`config.mk`:
```
export PLATFORM = sky130hd
export DESIGN_NAME = extender_top
export DESIGN_NICKNAME = d
export VERILOG_FILES = /design/src/stream_pkg.sv /design/src/extender_top.sv /design/src/stream_merger.sv /design/src/sample_fifo.sv /design/src/channel_extender.sv /design/src/apb_config_regs.sv
export SDC_FILE = /design/constraint.sdc
export NUM_CORES = 1
export LEC_CHECK = 0
export ABC_AREA = 0
export ABC_CLOCK_PERIOD_IN_PS = 9000
export BUFFER_PORTS_ARGS = -buffer_cell sky130_fd_sc_hd__buf_2
export CELL_PAD_IN_SITES_DETAIL_PLACEMENT = 2
export CELL_PAD_IN_SITES_GLOBAL_PLACEMENT = 2
export CORE_MARGIN = 2
export CORE_UTILIZATION = 45
export DETAILED_ROUTE_END_ITERATION = 8
export PLACE_DENSITY = 0.78
export SETUP_SLACK_MARGIN = 0.1
export SLEW_MARGIN = 20
export SYNTH_ARGS = -nofsm -noshare
export SYNTH_HDL_FRONTEND = slang
export SYNTH_SLANG_ARGS = --single-unit
```
`constraint.sdc`:
```
create_clock -name clock -period 9 [get_ports clock]
set_input_delay 0 -clock clock [delete_from_list [all_inputs] [get_ports clock]]
set_output_delay 0 -clock clock [all_outputs]
set_load 0.005 [all_outputs]
```
`src/stream_pkg.sv`:
```
/* Shared widths, the destination word union and the APB register offsets
   used across the channel extender subsystem */
package stream_pkg;

    localparam int DEST_WIDTH = 16;
    localparam int CHANNEL_BITS = 4;
    localparam int BASE_BITS = DEST_WIDTH - CHANNEL_BITS;

    // Channel index sits in the upper bits, the base address below it
    typedef struct packed {
        logic [CHANNEL_BITS-1:0] channel;
        logic [BASE_BITS-1:0]    base;
    } dest_fields_t;

    // One destination word, matched as a flat address and built from fields
    typedef union packed {
        logic [DEST_WIDTH-1:0] raw;
        dest_fields_t          fields;
    } dest_word_t;

    localparam int APB_ADDR_WIDTH = 8;

    // Last-channel register
    localparam logic [APB_ADDR_WIDTH-1:0] REG_CONTROL = 8'h00;

    // First repeat destination, the others follow one word apart
    localparam logic [APB_ADDR_WIDTH-1:0] REG_DEST_BASE = 8'h04;
    localparam int REG_DEST_STEP = 4;

endpackage
```
`src/extender_top.sv`:
```
/* Top level joining the APB registers, channel extender, sample FIFO and merger */
`timescale 1ns/100ps

module extender_top
    import stream_pkg::*;
#(
    parameter int DATA_WIDTH = 32,
    parameter int USER_WIDTH = 8,
    parameter int N_REPEAT_VALUES = 2,
    parameter int FIFO_DEPTH = 8
) (
    input  logic                      clock,
    input  logic                      reset,
    input  logic                      trigger,
    input  logic                      psel,
    input  logic                      penable,
    input  logic                      pwrite,
    input  logic [APB_ADDR_WIDTH-1:0] paddr,
    input  logic [31:0]               pwdata,
    output logic [31:0]               prdata,
    output logic                      pready,
    output logic                      pslverr,
    input  logic                      in_valid,
    output logic                      in_ready,
    input  logic [DATA_WIDTH-1:0]     in_data,
    input  logic [USER_WIDTH-1:0]     in_user,
    input  logic [DEST_WIDTH-1:0]     in_dest,
    input  logic                      in_last,
    output logic                      out_valid,
    input  logic                      out_ready,
    output logic [DATA_WIDTH-1:0]     out_data,
    output logic [USER_WIDTH-1:0]     out_user,
    output logic [DEST_WIDTH-1:0]     out_dest,
    output logic                      out_last
);

    logic [CHANNEL_BITS-1:0] last_channel;
    dest_word_t              repeat_dest [N_REPEAT_VALUES];

    logic                    ext_valid;
    logic                    ext_ready;
    logic [DATA_WIDTH-1:0]   ext_data;
    logic [USER_WIDTH-1:0]   ext_user;
    logic [DEST_WIDTH-1:0]   ext_dest;
    logic                    ext_last;

    logic                    fwd_valid;
    logic                    fwd_ready;
    logic [DATA_WIDTH-1:0]   fwd_data;
    logic [USER_WIDTH-1:0]   fwd_user;
    logic [DEST_WIDTH-1:0]   fwd_dest;
    logic                    fwd_last;

    apb_config_regs #(
        .N_REPEAT_VALUES(N_REPEAT_VALUES)
    ) u_regs (
        .clock(clock),
        .reset(reset),
        .psel(psel),
        .penable(penable),
        .pwrite(pwrite),
        .paddr(paddr),
        .pwdata(pwdata),
        .prdata(prdata),
        .pready(pready),
        .pslverr(pslverr),
        .last_channel(last_channel),
        .repeat_dest(repeat_dest)
    );

    // The extender only observes the input handshake
    channel_extender #(
        .DATA_WIDTH(DATA_WIDTH),
        .USER_WIDTH(USER_WIDTH),
        .N_REPEAT_VALUES(N_REPEAT_VALUES)
    ) u_extender (
        .clock(clock),
        .reset(reset),
        .trigger(trigger),
        .last_channel(last_channel),
        .repeat_dest(repeat_dest),
        .in_valid(in_valid),
        .in_ready(in_ready),
        .in_data(in_data),
        .in_user(in_user),
        .in_dest(in_dest),
        .ext_valid(ext_valid),
        .ext_data(ext_data),
        .ext_user(ext_user),
        .ext_dest(ext_dest),
        .ext_last(ext_last),
        .ext_ready(ext_ready)
    );

    sample_fifo #(
        .DATA_WIDTH(DATA_WIDTH),
        .USER_WIDTH(USER_WIDTH),
        .FIFO_DEPTH(FIFO_DEPTH)
    ) u_fifo (
        .clock(clock),
        .reset(reset),
        .in_valid(in_valid),
        .in_data(in_data),
        .in_user(in_user),
        .in_dest(in_dest),
        .in_last(in_last),
        .in_ready(in_ready),
        .fwd_valid(fwd_valid),
        .fwd_data(fwd_data),
        .fwd_user(fwd_user),
        .fwd_dest(fwd_dest),
        .fwd_last(fwd_last),
        .fwd_ready(fwd_ready)
    );

    stream_merger #(
        .DATA_WIDTH(DATA_WIDTH),
        .USER_WIDTH(USER_WIDTH)
    ) u_merger (
        .clock(clock),
        .reset(reset),
        .ext_valid(ext_valid),
        .ext_ready(ext_ready),
        .ext_data(ext_data),
        .ext_user(ext_user),
        .ext_dest(ext_dest),
        .ext_last(ext_last),
        .fwd_valid(fwd_valid),
        .fwd_ready(fwd_ready),
        .fwd_data(fwd_data),
        .fwd_user(fwd_user),
        .fwd_dest(fwd_dest),
        .fwd_last(fwd_last),
        .out_valid(out_valid),
        .out_ready(out_ready),
        .out_data(out_data),
        .out_user(out_user),
        .out_dest(out_dest),
        .out_last(out_last)
    );

endmodule

```
`src/stream_merger.sv`:
```
/* Packet-level merge of the burst and forward streams, bursts first */
`timescale 1ns/100ps

module stream_merger
    import stream_pkg::*;
#(
    parameter int DATA_WIDTH = 32,
    parameter int USER_WIDTH = 8
) (
    input  logic                  clock,
    input  logic                  reset,
    input  logic                  ext_valid,
    output logic                  ext_ready,
    input  logic [DATA_WIDTH-1:0] ext_data,
    input  logic [USER_WIDTH-1:0] ext_user,
    input  logic [DEST_WIDTH-1:0] ext_dest,
    input  logic                  ext_last,
    input  logic                  fwd_valid,
    output logic                  fwd_ready,
    input  logic [DATA_WIDTH-1:0] fwd_data,
    input  logic [USER_WIDTH-1:0] fwd_user,
    input  logic [DEST_WIDTH-1:0] fwd_dest,
    input  logic                  fwd_last,
    output logic                  out_valid,
    input  logic                  out_ready,
    output logic [DATA_WIDTH-1:0] out_data,
    output logic [USER_WIDTH-1:0] out_user,
    output logic [DEST_WIDTH-1:0] out_dest,
    output logic                  out_last
);

    typedef enum logic [1:0] {owner_none, owner_burst, owner_fwd} owner_t;

    owner_t owner;
    owner_t select;

    // Without an owner the first beat is granted in the same cycle
    always_comb begin
        select = owner;
        if (owner == owner_none) begin
            if (ext_valid) begin
                select = owner_burst;
            end else if (fwd_valid) begin
                select = owner_fwd;
            end
        end
    end

    always_comb begin
        case (select)
            owner_burst: begin
                out_valid = ext_valid;
                out_data = ext_data;
                out_user = ext_user;
                out_dest = ext_dest;
                out_last = ext_last;
            end
            owner_fwd: begin
                out_valid = fwd_valid;
                out_data = fwd_data;
                out_user = fwd_user;
                out_dest = fwd_dest;
                out_last = fwd_last;
            end
            default: begin
                out_valid = 1'b0;
                out_data = fwd_data;
                out_user = fwd_user;
                out_dest = fwd_dest;
                out_last = 1'b0;
            end
        endcase
    end

    assign ext_ready = (select == owner_burst) && out_ready;
    assign fwd_ready = (select == owner_fwd) && out_ready;

    // Ownership is locked once offered, so a stalled beat never changes source
    always_ff @(posedge clock) begin
        if (reset) begin
            owner <= owner_none;
        end else if (out_valid && out_ready && out_last) begin
            owner <= owner_none;
        end else begin
            owner <= select;
        end
    end

endmodule

```
`src/sample_fifo.sv`:
```
/* Circular buffer holding every accepted input beat for the forward path */
`timescale 1ns/100ps

module sample_fifo
    import stream_pkg::*;
#(
    parameter int DATA_WIDTH = 32,
    parameter int USER_WIDTH = 8,
    parameter int FIFO_DEPTH = 8
) (
    input  logic                  clock,
    input  logic                  reset,
    input  logic                  in_valid,
    input  logic [DATA_WIDTH-1:0] in_data,
    input  logic [USER_WIDTH-1:0] in_user,
    input  logic [DEST_WIDTH-1:0] in_dest,
    input  logic                  in_last,
    output logic                  in_ready,
    output logic                  fwd_valid,
    output logic [DATA_WIDTH-1:0] fwd_data,
    output logic [USER_WIDTH-1:0] fwd_user,
    output logic [DEST_WIDTH-1:0] fwd_dest,
    output logic                  fwd_last,
    input  logic                  fwd_ready
);

    localparam int ENTRY_WIDTH = DATA_WIDTH + USER_WIDTH + DEST_WIDTH + 1;
    localparam int PTR_WIDTH = (FIFO_DEPTH > 1) ? $clog2(FIFO_DEPTH) : 1;
    localparam int COUNT_WIDTH = $clog2(FIFO_DEPTH + 1);

    logic [ENTRY_WIDTH-1:0] entries [FIFO_DEPTH];
    logic [PTR_WIDTH-1:0]   wr_ptr;
    logic [PTR_WIDTH-1:0]   rd_ptr;
    logic [COUNT_WIDTH-1:0] count;
    logic                   write_en;
    logic                   read_en;

    function automatic logic [PTR_WIDTH-1:0] next_ptr(input logic [PTR_WIDTH-1:0] ptr);
        return (ptr == PTR_WIDTH'(FIFO_DEPTH - 1)) ? '0 : ptr + 1'b1;
    endfunction

    assign fwd_valid = (count != '0);
    // When full, a word can still enter in the cycle the head leaves
    assign in_ready = (count != COUNT_WIDTH'(FIFO_DEPTH)) || fwd_ready;
    assign write_en = in_valid && in_ready;
    assign read_en = fwd_valid && fwd_ready;

    assign {fwd_last, fwd_dest, fwd_user, fwd_data} = entries[rd_ptr];

    always_ff @(posedge clock) begin
        if (write_en) begin
            entries[wr_ptr] <= {in_last, in_dest, in_user, in_data};
        end
    end

    always_ff @(posedge clock) begin
        if (reset) begin
            wr_ptr <= '0;
            rd_ptr <= '0;
            count <= '0;
        end else begin
            if (write_en) begin
                wr_ptr <= next_ptr(wr_ptr);
            end
            if (read_en) begin
                rd_ptr <= next_ptr(rd_ptr);
            end
            case ({write_en, read_en})
                2'b10: count <= count + 1'b1;
                2'b01: count <= count - 1'b1;
                default: count <= count;
            endcase
        end
    end

endmodule

```
`src/channel_extender.sv`:
```
/* Watches accepted input samples for repeat destinations and replays a
   matching sample as a triggered burst, one beat per channel */
`timescale 1ns/100ps

module channel_extender
    import stream_pkg::*;
#(
    parameter int DATA_WIDTH = 32,
    parameter int USER_WIDTH = 8,
    parameter int N_REPEAT_VALUES = 2
) (
    input  logic                    clock,
    input  logic                    reset,
    input  logic                    trigger,
    input  logic [CHANNEL_BITS-1:0] last_channel,
    input  dest_word_t              repeat_dest [N_REPEAT_VALUES],
    input  logic                    in_valid,
    input  logic                    in_ready,
    input  logic [DATA_WIDTH-1:0]   in_data,
    input  logic [USER_WIDTH-1:0]   in_user,
    input  logic [DEST_WIDTH-1:0]   in_dest,
    output logic                    ext_valid,
    output logic [DATA_WIDTH-1:0]   ext_data,
    output logic [USER_WIDTH-1:0]   ext_user,
    output logic [DEST_WIDTH-1:0]   ext_dest,
    output logic                    ext_last,
    input  logic                    ext_ready
);

    typedef enum logic [1:0] {state_idle, state_wait, state_extend} state_t;

    state_t                  state;
    logic [CHANNEL_BITS-1:0] channel_count;
    logic [CHANNEL_BITS-1:0] burst_last;
    logic [DATA_WIDTH-1:0]   held_data;
    logic [USER_WIDTH-1:0]   held_user;
    logic [BASE_BITS-1:0]    held_base;
    logic                    match_hit;
    logic [BASE_BITS-1:0]    match_base;
    logic                    beat_done;
    dest_word_t              out_word;

    // Compare the accepted input against every repeat destination, lowest index wins
    always_comb begin
        match_hit = 1'b0;
        match_base = '0;
        for (int i = N_REPEAT_VALUES - 1; i >= 0; i--) begin
            if (in_valid && in_ready && in_dest == repeat_dest[i].raw) begin
                match_hit = 1'b1;
                match_base = repeat_dest[i].fields.base;
            end
        end
    end

    assign beat_done = ext_valid && ext_ready;

    always_ff @(posedge clock) begin
        if (reset) begin
            state <= state_idle;
            channel_count <= '0;
        end else begin
            case (state)
                state_idle: begin
                    if (match_hit) begin
                        state <= trigger ? state_extend : state_wait;
                    end
                end
                state_wait: begin
                    if (trigger) begin
                        state <= state_extend;
                    end
                end
                state_extend: begin
                    // The channel only moves on when the merger takes the beat
                    if (beat_done && channel_count == burst_last) begin
                        channel_count <= '0;
                        state <= state_idle;
                    end else if (beat_done) begin
                        channel_count <= channel_count + 1'b1;
                    end
                end
                default: state <= state_idle;
            endcase
        end
    end

    // Sample and burst length are captured only when a burst opens
    always_ff @(posedge clock) begin
        if (state == state_idle && match_hit) begin
            held_data <= in_data;
            held_user <= in_user;
            held_base <= match_base;
            burst_last <= last_channel;
        end
    end

    always_comb begin
        out_word.fields.channel = channel_count;
        out_word.fields.base = held_base;
    end

    assign ext_valid = (state == state_extend);
    assign ext_data = held_data;
    assign ext_user = held_user;
    assign ext_dest = out_word.raw;
    assign ext_last = ext_valid && (channel_count == burst_last);

endmodule

```
`src/apb_config_regs.sv`:
```
/* APB slave with the last-channel register and the repeat destination registers */
`timescale 1ns/100ps

module apb_config_regs
    import stream_pkg::*;
#(
    parameter int N_REPEAT_VALUES = 2
) (
    input  logic                      clock,
    input  logic                      reset,
    input  logic                      psel,
    input  logic                      penable,
    input  logic                      pwrite,
    input  logic [APB_ADDR_WIDTH-1:0] paddr,
    input  logic [31:0]               pwdata,
    output logic [31:0]               prdata,
    output logic                      pready,
    output logic                      pslverr,
    output logic [CHANNEL_BITS-1:0]   last_channel,
    output dest_word_t                repeat_dest [N_REPEAT_VALUES]
);

    logic                       access;
    logic                       control_hit;
    logic [N_REPEAT_VALUES-1:0] dest_hit;
    logic                       addr_hit;
    logic [31:0]                read_data;

    // Access phase of a transfer, never stretched since pready is tied high
    assign access = psel && penable;
    assign pready = 1'b1;

    // Address decode and read mux, an unmapped address reads as zero
    always_comb begin
        control_hit = (paddr == REG_CONTROL);
        read_data = control_hit ? 32'(last_channel) : '0;
        for (int i = 0; i < N_REPEAT_VALUES; i++) begin
            dest_hit[i] = (paddr == REG_DEST_BASE + APB_ADDR_WIDTH'(i * REG_DEST_STEP));
            if (dest_hit[i]) begin
                read_data = 32'(repeat_dest[i].raw);
            end
        end
    end

    assign addr_hit = control_hit || (|dest_hit);
    assign pslverr = access && !addr_hit;
    assign prdata = (psel && !pwrite) ? read_data : '0;

    // Writes land at the end of the access phase
    always_ff @(posedge clock) begin
        if (reset) begin
            last_channel <= '0;
            for (int i = 0; i < N_REPEAT_VALUES; i++) begin
                repeat_dest[i] <= '0;
            end
        end else if (access && pwrite) begin
            if (control_hit) begin
                last_channel <= pwdata[CHANNEL_BITS-1:0];
            end
            for (int i = 0; i < N_REPEAT_VALUES; i++) begin
                if (dest_hit[i]) begin
                    repeat_dest[i].raw <= pwdata[DEST_WIDTH-1:0];
                end
            end
        end
    end

endmodule

```
==> flow_summary.json <==
{
  "status": "completed",
  "wl_per_cell_um": 29.5,
  "holdPathStages": 2,
  "drt_wl_total_um": 65200,
  "maxSlewViolCount": 0,
  "synthDominantCellAreaShare_pct": 67.9,
  "ant_nets": 0,
  "path_class": "flop to output pin",
  "final_util_pct": 53.7,
  "final_area_um2": 26800,
  "cts_setup_buffers": 0,
  "placedInstanceArea_um2": 24100,
  "dpl.hpwl_um": 37700,
  "grt_first_pass_wirelength_um": 97100,
  "yosys_register_bits": 569,
  "drive_gt1_share_pct": 25.6,
  "globalRouteTotalUtil_pct": 25.5,
  "root_buffer": "clkbuf_16",
  "tritoncts": "yes",
  "rows": 82,
  "die_x_um": 228,
  "crit_path_frequent_cell": "buf_4",
  "yosysTopAreaCell": "edfxtp_1",
  "areaGrowthSynthToFinish_pct": 18.2,
  "cpLargestDelayFamily": "buffers and inverters",
  "overflow": 0,
  "fp.dieH_um": 228,
  "h-tree-depth": 2,
  "hp-class": "input port to flop",
  "vdd_drop_max_uv": 159,
  "yosys_warnings": 0,
  "start_kind": "flop",
  "synthSimpleGateAreaFrac_pct": 4.14,
  "synth_top_family_by_area": "multiplexers",
  "nNetsFinal": 1605,
  "synth.area.top_cells": "edfxtp_1, mux4_2, dfxtp_1",
  "totalPowerFinal_mw": 6.32,
  "clock_latency_ns": 0.63,
  "min_to": "u_regs.repeat_dest[3]",
  "port_buffers": 164,
  "r2r_cells": 11,
  "cap_violations": 0,
  "grt_pass1_vias": 14058,
  "setup_tns_ns": 0,
  "synth-compound-area-share_pct": 2.86,
  "die_area_um2": 52100,
  "rsz0062_at_grt": "no",
  "layout_min_cycle_time_ns": 4.19,
  "netlist_area_um2": 22600,
  "r2r-start": "u_fifo.count[1]",
  "timing.rr.end": "u_fifo.entries[7][14]",
  "crit_chain": "buf_4 -> buf_4 -> mux4_2 -> mux2i_1 -> o21ai_1 -> buf_2",
  "core-area_um2": 49900,
  "finalSetupViolations": 0,
  "end_kind": "output pin",
  "cp_data_arrival_time_ns": 4.19,
  "ff2ff_setup_slack_ns": 5.11,
  "path_buf_inv": 3,
  "slowest_delay_ns": 0.86,
  "max_freq_mhz": 239,
  "p_leak_nw": 8.70,
  "cts_sinks": 569,
  "cts_buffers": 58,
  "ys_seq_area_share_pct": 73.0,
  "clk_pin_slew_ns": 0.06,
  "drcViolationCount": 0,
  "syn_inst": 1230,
  "final_hold_viol_count": 0,
  "relSlewSlack_pct": 27.7,
  "synthMuxAreaShare_pct": 15.8,
  "grt_max_degree": 78,
  "via_count": 12443,
  "viasPerCell": 5.63,
  "multi_input_area_um2": 5780,
  "dr.pass1.iters": 5,
  "async_flop_share_pct": 0,
  "antenna_found_initial": 1,
  "fillCellCount": 4395,
  "register_area_um2": 16500,
  "hp-start": "reset",
  "syn_area_per_cell_um2": 18.4,
  "synth_flop_cell": "edfxtp_1",
  "worst_slew_pin_slew_ns": 1.08,
  "synth-edff-count": 512,
  "start_util_pct": 45.4,
  "synthAdderAreaFrac_pct": 0.553,
  "drt_first_iter_violations": 973,
  "cp_data_required_time_ns": 9.00,
  "gp_congestion": 0.786,
  "clockBufferDepth": 3,
  "ys_types": 51,
  "power_per_cell_area_nw_per_um2": 236,
  "critPathMaxFanout": 40,
  "finalCritPeriodShare_pct": 46.5,
  "io_pins": 198,
  "synth_xor_xnor_area_share_pct": 1.55,
  "fin_skew_ns": 0.0293,
  "critical-path-slowest-cell": "dfxtp_4"
}
==> metrics by stage <==
step,worst slack (ns),std cells,hold WS [ns]
2_1_floorplan,0.952,1245,0.0741
3_3_place_gp,5.36,2020,0.241
6_report,4.81,2209,0.0481
4_1_cts,4.65,2208,0.0514
5_1_grt,4.40,2208,0.0897
3_5_place_dp,5.12,2020,0.255
==> final cells by class <==
cell class	count	share of cell area [%]
Sequential cell	569	61.7
Multi-Input combinational cell	588	21.6
Timing Repair Buffer	267	6.72
Clock buffer	86	6.09
Tap cell	672	3.14
Clock inverter	20	0.626
Inverter	6	0.0841
Antenna cell	1	0.00935
==> flip-flops by register name (all words and copies together) (netlist names), named ones only <==
register	count
u_extender.held_base	12
u_merger.owner	2
u_regs.repeat_dest	32
u_fifo.count	4
u_extender.channel_count	4
u_fifo.entries	456
u_extender.ext_data	32
u_extender.burst_last	4
u_extender.ext_user	8
u_regs.last_channel	4
u_fifo.wr_ptr	3
u_extender.state	2
u_fifo.rd_ptr	3
==> report_power, final <==
group,internal [mW],total (mW),switching [mW]
combinational,0.464,0.923,0.459
sequential,2.96,3.05,0.0863
clock,1.33,2.35,1.02
total,4.75,6.32,1.56
==> cells in the mapped netlist, types with 3 or more instances <==
cell	count
inv_1	4
xnor2_1	33
dfxtp_1	57
o21ai_1	58
nor3b_1	4
ha_1	10
nor4_1	3
a21oi_1	14
nand2_1	75
buf_2	20
mux4_2	112
a22oi_1	12
nor2_1	75
nor3_1	6
and3b_1	3
clkbuf_1	34
buf_4	25
nand4_1	9
mux2i_1	100
xor2_1	7
edfxtp_1	512
a22o_1	12
==> worst max-delay path by stage <==
stage                                 end  slack, ns  cells after the start
detailed placement  u_fifo.entries[7][11]       5.12                     11
CTS                          out_data[23]       4.65                      6
global placement    u_fifo.entries[7][11]       5.36                     11
finish                       out_data[31]       4.81                      6
floorplan            u_fifo.entries[2][0]       0.95                     11
global route                 out_data[31]       4.40                      6
==> logic make-up after synthesis <==
kind of cell    Yosys count
buf+inv                  88
other cells               2
flops                   569
xor+xnor                 40
mux                     215
compound gates          108
simple gates            198
fa+ha+maj                10
==> routing by layer <==
| layer | global-route usage [%] | vias to the layer above | part of all wire, % |
|---|---|---|---|
| met3 | 4.40 | 87 | 4.6 |
| met1 | 32.7 | 6593 | 41 |
| li1 | - | 5369 | - |
| met4 | 6.80 | 0 | 2.3 |
| met2 | 45.0 | 394 | 52 |
| met5 | 0 | - | 0 |
==> repair_timing <==
| item | in CTS | in global routing |
|---|---|---|
| gates resized for setup | 0 | 0 |
| endpoints found under the hold margin | 542 | 0 |
| hold buffers | 82 | 0 |
==> layout by cell type (no fill, tap or decap), types with 3 or more instances in the layout <==
cell / Yosys / layout
inv_1: 4 / 4
nand4_1: 9 / 9
clkinv_1: 0 / 8
buf_2: 20 / 164
xnor2_1: 33 / 33
buf_4: 25 / 21
a22oi_1: 12 / 12
ha_1: 10 / 9
o21ai_1: 58 / 58
edfxtp_1: 512 / 512
mux4_2: 112 / 112
a21oi_1: 14 / 14
nor2_1: 75 / 74
a22o_1: 12 / 12
bufinv_16: 0 / 3
clkbuf_1: 34 / 24
dfxtp_1: 57 / 54
mux2i_1: 100 / 100
nand2_1: 75 / 75
dfxtp_4: 0 / 3
and3b_1: 3 / 3
xor2_1: 7 / 7
dlygate4sd3_1: 0 / 82
nor4_2: 2 / 3
clkinv_2: 0 / 8
clkbuf_16: 0 / 61
conb_1: 2 / 17
nor3_2: 0 / 3
nor3_1: 6 / 3
(Power assumes the default switching activity.)
